--- config.mk ---
export PLATFORM = sky130hd
export DESIGN_NAME = log_unit_top
export DESIGN_NICKNAME = d
export VERILOG_FILES = /design/src/hdl/log_data_pkg.sv /design/src/hdl/log_ctrl_pkg.sv /design/src/hdl/modulo_reduce.sv /design/src/hdl/scalar_logarithm.sv /design/src/hdl/vector_logarithm.sv /design/src/hdl/log_unit_top.sv
export SDC_FILE = /design/constraint.sdc
export NUM_CORES = 1
export LEC_CHECK = 0
export BUFFER_PORTS_ARGS = -buffer_cell sky130_fd_sc_hd__buf_2
export CAP_MARGIN = 10
export CORE_ASPECT_RATIO = 0.7
export CORE_MARGIN = 2
export CORE_UTILIZATION = 43
export CTS_CLUSTER_DIAMETER = 100
export DETAILED_ROUTE_END_ITERATION = 8
export PLACE_DENSITY = 0.58
export SYNTH_ARGS = -nofsm -noshare
export SYNTH_HDL_FRONTEND = slang
export SYNTH_SLANG_ARGS = --single-unit
--- constraint.sdc ---
create_clock -name CLK -period 9.67 [get_ports CLK]
set_clock_uncertainty 0.05 [all_clocks]
set_input_delay 0.967 -clock CLK [delete_from_list [all_inputs] [get_ports CLK]]
set_output_delay 0.967 -clock CLK [all_outputs]
set_load 0.01 [all_outputs]
--- src/hdl/log_data_pkg.sv ---
package log_data_pkg;

  //////////////////////////////////////////////////////////////////////
  // Widths

  // Arguments, bases, moduli and results
  localparam int data_width = 16;

  // Vector length and element index
  localparam int count_width = 8;

  //////////////////////////////////////////////////////////////////////
  // Types

  // One data word
  typedef logic [data_width-1:0] data_t;

  // Element counter
  typedef logic [count_width-1:0] count_t;

  // Operands of a single element
  // Argument a, base b, modulus for the final reduction
  typedef struct packed {
    data_t argument;
    data_t base;
    data_t modulus;
  } log_operands_t;

endpackage

--- src/hdl/log_ctrl_pkg.sv ---
package log_ctrl_pkg;

  //////////////////////////////////////////////////////////////////////
  // Sequencer

  // Waiting for start, gathering a pair, waiting on the core
  typedef enum logic [1:0] {
    seq_idle,
    seq_collect,
    seq_await
  } seq_state_t;

  //////////////////////////////////////////////////////////////////////
  // Logarithm core

  // Climb raises the power one step per cycle
  typedef enum logic [1:0] {
    core_idle,
    core_climb,
    core_reduce
  } core_state_t;

  //////////////////////////////////////////////////////////////////////
  // Modulo reducer

  // One subtraction per cycle in subtract
  typedef enum logic {
    red_idle,
    red_subtract
  } red_state_t;

endpackage

--- src/hdl/modulo_reduce.sv ---
module modulo_reduce (
  input  logic                CLK,
  input  logic                RST,
  input  logic                red_start,
  input  log_data_pkg::data_t red_value,
  input  log_data_pkg::data_t red_modulo,
  output logic                red_done,
  output log_data_pkg::data_t red_result
);
  import log_data_pkg::*;
  import log_ctrl_pkg::*;

  red_state_t state;
  data_t      remainder;
  data_t      modulus;
  logic       keep_going;

  // Zero modulus means no reduction at all
  assign keep_going = (modulus != '0) && (remainder >= modulus);

  //////////////////////////////////////////////////////////////////////
  // Control

  always_ff @(posedge CLK or posedge RST) begin
    if (RST) begin
      state    <= red_idle;
      red_done <= 1'b0;
    end else begin
      red_done <= 1'b0;
      case (state)
        red_idle: begin
          if (red_start) begin
            state <= red_subtract;
          end
        end
        red_subtract: begin
          // Remainder below modulus, finished
          if (!keep_going) begin
            red_done <= 1'b1;
            state    <= red_idle;
          end
        end
        default: state <= red_idle;
      endcase
    end
  end

  //////////////////////////////////////////////////////////////////////
  // Datapath

  always_ff @(posedge CLK) begin
    if (state == red_idle && red_start) begin
      remainder <= red_value;
      modulus   <= red_modulo;
    end else if (state == red_subtract && keep_going) begin
      remainder <= remainder - modulus;
    end
  end

  // Holds the final remainder while idle
  assign red_result = remainder;

  // Core must keep the modulus stable until done
  assert property (@(posedge CLK) disable iff (RST)
    (red_done && red_modulo != '0) |-> (red_result < red_modulo))
  else $error("modulo_reduce: remainder %0d not below modulus %0d", red_result, red_modulo);

endmodule

--- src/hdl/scalar_logarithm.sv ---
module scalar_logarithm (
  input  logic                        CLK,
  input  logic                        RST,
  input  logic                        core_start,
  input  log_data_pkg::log_operands_t core_operands,
  output logic                        core_ready,
  output log_data_pkg::data_t         core_result
);
  import log_data_pkg::*;
  import log_ctrl_pkg::*;

  core_state_t             state;
  log_operands_t           ops;
  data_t                   power;
  data_t                   steps;
  logic [2*data_width-1:0] product;
  logic                    climb_on;
  logic                    trivial;

  // Reducer handshake
  logic  red_start;
  logic  red_done;
  data_t red_result;

  //////////////////////////////////////////////////////////////////////
  // Climb arithmetic

  // Next power at double width, never wraps
  assign product = {{data_width{1'b0}}, power} * {{data_width{1'b0}}, ops.base};

  // Another step fits under the argument
  assign climb_on = (product <= {{data_width{1'b0}}, ops.argument});

  // Zero argument or base 0/1 gives a logarithm of 0
  assign trivial = (core_operands.argument == '0) || (core_operands.base < data_t'(2));

  //////////////////////////////////////////////////////////////////////
  // Control

  always_ff @(posedge CLK or posedge RST) begin
    if (RST) begin
      state      <= core_idle;
      core_ready <= 1'b0;
      red_start  <= 1'b0;
    end else begin
      core_ready <= 1'b0;
      red_start  <= 1'b0;
      case (state)
        core_idle: begin
          if (core_start) begin
            if (trivial) begin
              // Skip the climb, reduce a count of 0
              red_start <= 1'b1;
              state     <= core_reduce;
            end else begin
              state <= core_climb;
            end
          end
        end
        core_climb: begin
          // Overshoot, so steps is the floor logarithm
          if (!climb_on) begin
            red_start <= 1'b1;
            state     <= core_reduce;
          end
        end
        core_reduce: begin
          if (red_done) begin
            core_ready <= 1'b1;
            state      <= core_idle;
          end
        end
        default: state <= core_idle;
      endcase
    end
  end

  //////////////////////////////////////////////////////////////////////
  // Datapath

  always_ff @(posedge CLK) begin
    if (state == core_idle && core_start) begin
      ops   <= core_operands;
      power <= data_t'(1);
      steps <= '0;
    end else if (state == core_climb && climb_on) begin
      // Power stays at or below the argument, low half is exact
      power <= product[data_width-1:0];
      steps <= steps + data_t'(1);
    end
    if (state == core_reduce && red_done) begin
      core_result <= red_result;
    end
  end

  modulo_reduce reducer (
    .CLK        (CLK),
    .RST        (RST),
    .red_start  (red_start),
    .red_value  (steps),
    .red_modulo (ops.modulus),
    .red_done   (red_done),
    .red_result (red_result)
  );

  // One result per start, never back to back
  assert property (@(posedge CLK) disable iff (RST) core_ready |=> !core_ready)
  else $error("scalar_logarithm: core_ready high two cycles in a row");

endmodule

--- src/hdl/vector_logarithm.sv ---
module vector_logarithm (
  input  logic                        CLK,
  input  logic                        RST,
  input  logic                        start,
  input  log_data_pkg::count_t        size_in,
  input  log_data_pkg::data_t         data_a_in,
  input  logic                        data_a_in_enable,
  input  log_data_pkg::data_t         data_b_in,
  input  logic                        data_b_in_enable,
  input  log_data_pkg::data_t         modulo_in,
  output log_data_pkg::data_t         data_out,
  output logic                        data_out_enable,
  output logic                        ready,
  output logic                        core_start,
  output log_data_pkg::log_operands_t core_operands,
  input  logic                        core_ready,
  input  log_data_pkg::data_t         core_result
);
  import log_data_pkg::*;
  import log_ctrl_pkg::*;

  seq_state_t state;
  count_t     size_q;
  count_t     index;
  logic       a_seen;
  logic       b_seen;
  logic       pair_done;
  logic       last_element;

  // Both operands present, this cycle or earlier
  assign pair_done = (state == seq_collect) &&
                     (a_seen || data_a_in_enable) &&
                     (b_seen || data_b_in_enable);

  // Only looked at with a nonzero size
  assign last_element = (index == size_q - count_t'(1));

  //////////////////////////////////////////////////////////////////////
  // Element sequencing

  always_ff @(posedge CLK or posedge RST) begin
    if (RST) begin
      state           <= seq_idle;
      index           <= '0;
      a_seen          <= 1'b0;
      b_seen          <= 1'b0;
      core_start      <= 1'b0;
      data_out_enable <= 1'b0;
      ready           <= 1'b0;
    end else begin
      // Pulses by default
      core_start      <= 1'b0;
      data_out_enable <= 1'b0;
      ready           <= 1'b0;
      case (state)
        seq_idle: begin
          if (start) begin
            index  <= '0;
            a_seen <= 1'b0;
            b_seen <= 1'b0;
            // Empty vector finishes right away
            if (size_in == '0) begin
              ready <= 1'b1;
            end else begin
              state <= seq_collect;
            end
          end
        end
        seq_collect: begin
          if (pair_done) begin
            a_seen     <= 1'b0;
            b_seen     <= 1'b0;
            core_start <= 1'b1;
            state      <= seq_await;
          end else begin
            if (data_a_in_enable) begin
              a_seen <= 1'b1;
            end
            if (data_b_in_enable) begin
              b_seen <= 1'b1;
            end
          end
        end
        seq_await: begin
          // Inputs here are dropped
          if (core_ready) begin
            data_out_enable <= 1'b1;
            if (last_element) begin
              ready <= 1'b1;
              state <= seq_idle;
            end else begin
              index <= index + count_t'(1);
              state <= seq_collect;
            end
          end
        end
        default: state <= seq_idle;
      endcase
    end
  end

  //////////////////////////////////////////////////////////////////////
  // Operand and result capture

  always_ff @(posedge CLK) begin
    if (state == seq_idle && start) begin
      size_q <= size_in;
    end
    if (state == seq_collect) begin
      if (data_a_in_enable) begin
        core_operands.argument <= data_a_in;
      end
      if (data_b_in_enable) begin
        core_operands.base <= data_b_in;
      end
      // Modulus taken when the pair completes
      if (pair_done) begin
        core_operands.modulus <= modulo_in;
      end
    end
    if (state == seq_await && core_ready) begin
      data_out <= core_result;
    end
  end

  // Core kick only follows a completed pair
  assert property (@(posedge CLK) disable iff (RST)
    $rose(core_start) |-> ($past(state) == seq_collect))
  else $error("vector_logarithm: core_start raised outside collect");

endmodule

--- src/hdl/log_unit_top.sv ---
module log_unit_top (
  input  logic                 CLK,
  input  logic                 RST,
  input  logic                 start,
  input  log_data_pkg::count_t size_in,
  input  log_data_pkg::data_t  data_a_in,
  input  logic                 data_a_in_enable,
  input  log_data_pkg::data_t  data_b_in,
  input  logic                 data_b_in_enable,
  input  log_data_pkg::data_t  modulo_in,
  output log_data_pkg::data_t  data_out,
  output logic                 data_out_enable,
  output logic                 ready
);
  import log_data_pkg::*;

  // Sequencer to core
  logic          core_start;
  log_operands_t core_operands;

  // Core back to sequencer
  logic  core_ready;
  data_t core_result;

  vector_logarithm sequencer (
    .CLK              (CLK),
    .RST              (RST),
    .start            (start),
    .size_in          (size_in),
    .data_a_in        (data_a_in),
    .data_a_in_enable (data_a_in_enable),
    .data_b_in        (data_b_in),
    .data_b_in_enable (data_b_in_enable),
    .modulo_in        (modulo_in),
    .data_out         (data_out),
    .data_out_enable  (data_out_enable),
    .ready            (ready),
    .core_start       (core_start),
    .core_operands    (core_operands),
    .core_ready       (core_ready),
    .core_result      (core_result)
  );

  scalar_logarithm core (
    .CLK           (CLK),
    .RST           (RST),
    .core_start    (core_start),
    .core_operands (core_operands),
    .core_ready    (core_ready),
    .core_result   (core_result)
  );

endmodule

==> results.py <==
metrics = {
    "synth": {
        "syn_inst": 1696,
        "synth_nets": 2091,
        "synth-seq-area-share_pct": 35.28,
        "yosys_warnings": 0,
        "synth-edff-count": 168,
        "synth_cell_type_count": 67,
        "synthesis.area_um2": 17600,
        "ys_ff_latch": 221,
        "synthFlopType": "edfxtp_1",
        "async_flop_share_pct": 9.502,
        "syn-mean-instance-area_um2": 10.38,
    },
    "sta": {
        "fmax_mhz": 116.8,
        "min_period_ns": 8.564,
        "finalMaxSlewViolations": 0,
        "fin_crit_sh_pct": 88.57,
        "slew-limit-headroom_pct": 32.26,
        "rsz0062_at_grt": "no",
        "hold_ws_ns": 0.3682,
        "tightest_slew_ns": 1.015,
        "setup_tns_ns": 0,
        "finalSetupViolCount": 0,
        "hold_violations": 0,
    },
    "cells_and_area": {
        "antennaDiodeCount": 0,
        "nNetsFinal": 2157,
        "drive_gt1_share_pct": 8.497,
        "area_growth_pct": 9.694,
    },
    "flow_run": {
        "cap_viol_max_count": 0,
    },
    "clock_network": {
        "clock_latency_ns": 0.54,
        "cts_sinks": 221,
        "cts_tree": "built",
        "cts_resized": 0,
        "numCtsBuffers": 22,
        "cts_buffer_depth": 3,
        "cts.clk_slew.worst_paths_ns": 0.07,
        "cts_hold_buf": 0,
        "h-tree-depth": 1,
        "cts-root-buf": "clkbuf_16",
        "post_cts_buffers": 0,
    },
    "routing": {
        "wl_met3_um": 3741,
        "routed-wl-met2_um": 16370,
        "viasPerCell": 5.232,
        "drc_errors": 0,
        "drtIter0Drc": 966,
        "first_pass_iters": 5,
        "top_layer": "met4",
        "wl_per_cell_um": 18.64,
        "met1_length_um": 22410,
        "final_antenna_net_count": 0,
        "via_count": 12100,
        "wl_um": 43100,
    },
    "global_route": {
        "grt_pass1_wl_um": 69990,
        "overflow": 0,
        "antenna_found_initial": 0,
        "grt_max_degree": 44,
        "grt_usage_pct": 21.03,
        "grt_pass1_vias": 12330,
    },
    "pwr": {
        "powerDensity_nw_per_um2": 290.1,
        "ir_drop_v": 0.0001661,
        "p_leak_uw": 0.008667,
    },
    "die": {
        "die_h_um": 173.3,
        "core_area_um2": 40070,
        "start_util_pct": 43.93,
        "die_w_um": 245.8,
        "dieArea_um2": 42600,
        "io_pins": 79,
        "rows": 61,
    },
    "critical_path": {
        "path_common_cell": "fa_1",
        "end_kind": "flop",
        "cpMaxStageDelayCell": "dfxtp_1",
        "start_kind": "flop",
        "critical_path_peak_fanout": 43,
        "required_ns": 10.06,
        "cp.arrival_ns": 8.96,
        "critical_path_class": "reg -> reg",
        "slowest_delay_ns": 0.78,
    },
    "placement": {
        "gp_congestion": 0.9050,
        "io_buffers": 78,
        "post-dp-hpwl_um": 33930,
    },
    "run_status": {
        "status": "complete, no violations",
    },
    "worst_hold_path": {
        "hp-class": "reg -> reg",
    },
}
[logic make-up (layout without fill, tap and decap cells)]
family,after synthesis,in the layout,synth area share [%]
XOR/XNOR,49,49,2.438
adder cells (fa/ha/maj),334,334,32.05
AND/OR/NAND/NOR,544,544,15.13
buffers and inverters,324,405,6.965
multiplexers,5,5,0.3198
flip-flops,221,221,35.28
AO/OA/AOI/OAI,219,219,7.811
[power breakdown]
part / switching [µW] / total [µW] / leakage (µW) / internal [µW]
logic: 2040 / 3310 / 0.00625 / 1280
clock network: 386 / 846 / 0.000344 / 460
registers: 206 / 1440 / 0.00208 / 1230
[per-stage QoR]
| step | area [µm²] | util, % | total power [µW] | worst slack, ns | std cells |
|---|---|---|---|---|---|
| after global placement | 18600 | 46.43 | 4653 | 1.346 | 2273 |
| after global routing | 19310 | 48.19 | 6148 | 0.5004 | 2312 |
| final | 19310 | 48.19 | 5601 | 1.106 | 2312 |
| after floorplan | 17600 | - | 3732 | 1.830 | 1696 |
| after CTS | 19310 | 48.19 | 5598 | 1.173 | 2312 |
| after detailed placement | 18600 | 46.43 | 4706 | 1.196 | 2273 |
[area by class of cell]
type | instances | area [µm²]
clock buffers | 25 | 571.8
clock inverters | 14 | 135.1
fillers | 3670 | 20760
inverters | 267 | 1002
multi-input cells | 1151 | 10170
flip-flops and latches | 221 | 6211
well taps | 535 | 669.4
repair buffers | 99 | 548.0
[registers in the layout, summed over array words and instances, names as in the netlist, 2 cells and up]
register	cells
sequencer.data_out	16
core.reducer.red_result	16
sequencer.core_operands	48
sequencer.size_q	8
sequencer.state	2
core.power	16
core.reducer.modulus	16
core.state	2
core.ops	48
sequencer.index	8
core.steps	16
core.core_result	16
[worst max-delay path: cells and delay by family (launching register included)]
kind	cells	cell delay (ns)
adder cells (fa/ha/maj)	8	3.87
AND/OR/NAND/NOR	8	1.92
flip-flops	1	0.78
XOR/XNOR	1	0.14
AO/OA/AOI/OAI	6	1.10
buffers and inverters	6	0.56
[metal layers]
metal	vias up	global-route usage (%)
met1	5926	35.17
met5	-	0
li1	5710	-
met4	0	2.980
met3	41	4.752
met2	419	27.61
[final timing paths]
check	start	end	slack [ns]	cells past startpoint
min in group asynchronous	RST	sequencer.data_out_enable	0.52	2
setup reg to reg	core.power[7]	core.steps[9]	1.11	29
hold / removal	core.core_result[2]	sequencer.data_out[2]	0.37	0
max in group asynchronous	RST	core.red_start	8.53	2
hold reg to reg	core.core_result[2]	sequencer.data_out[2]	0.37	0
setup / recovery	core.power[7]	core.steps[9]	1.11	29
[cells in the final DEF, fill, tap and decap left out, drive strengths merged, types with 21 or more instances in the layout]
cell / count
inv: 268
nand2: 231
fa: 195
edfxtp: 168
ha: 139
and2: 114
buf: 99
a21oi: 88
nor2: 54
o21ai: 52
dfxtp: 32
nand3: 29
xor2: 25
clkbuf: 25
xnor2: 24
nand4: 23
dfrtp: 21
[cells in the mapped netlist (all sizes together), types with 4 or more instances]
cell     number  area share [%]
a211oi        7            0.33
nand2       231             4.9
nand2b        8            0.33
dfrtp        21             3.0
a21oi        88             2.5
a2111oi       4            0.31
o21ai        52             1.5
nand3        29            0.82
nor2b        14            0.50
nor4         20            0.71
inv         267             5.7
nor2         54             1.2
a21o         16            0.68
o21a         14            0.60
and3         14            0.50
xnor2        24             1.2
xor2         25             1.2
fa          195              22
nand4        23            0.82
nor3         12            0.34
edfxtp      168              29
clkbuf       54             1.2
dfxtp        32             3.6
or3          15            0.53
o31ai         7            0.41
ha          139             9.9
and2        114             4.1
o211ai        6            0.26
(Power assumes the default switching activity.)
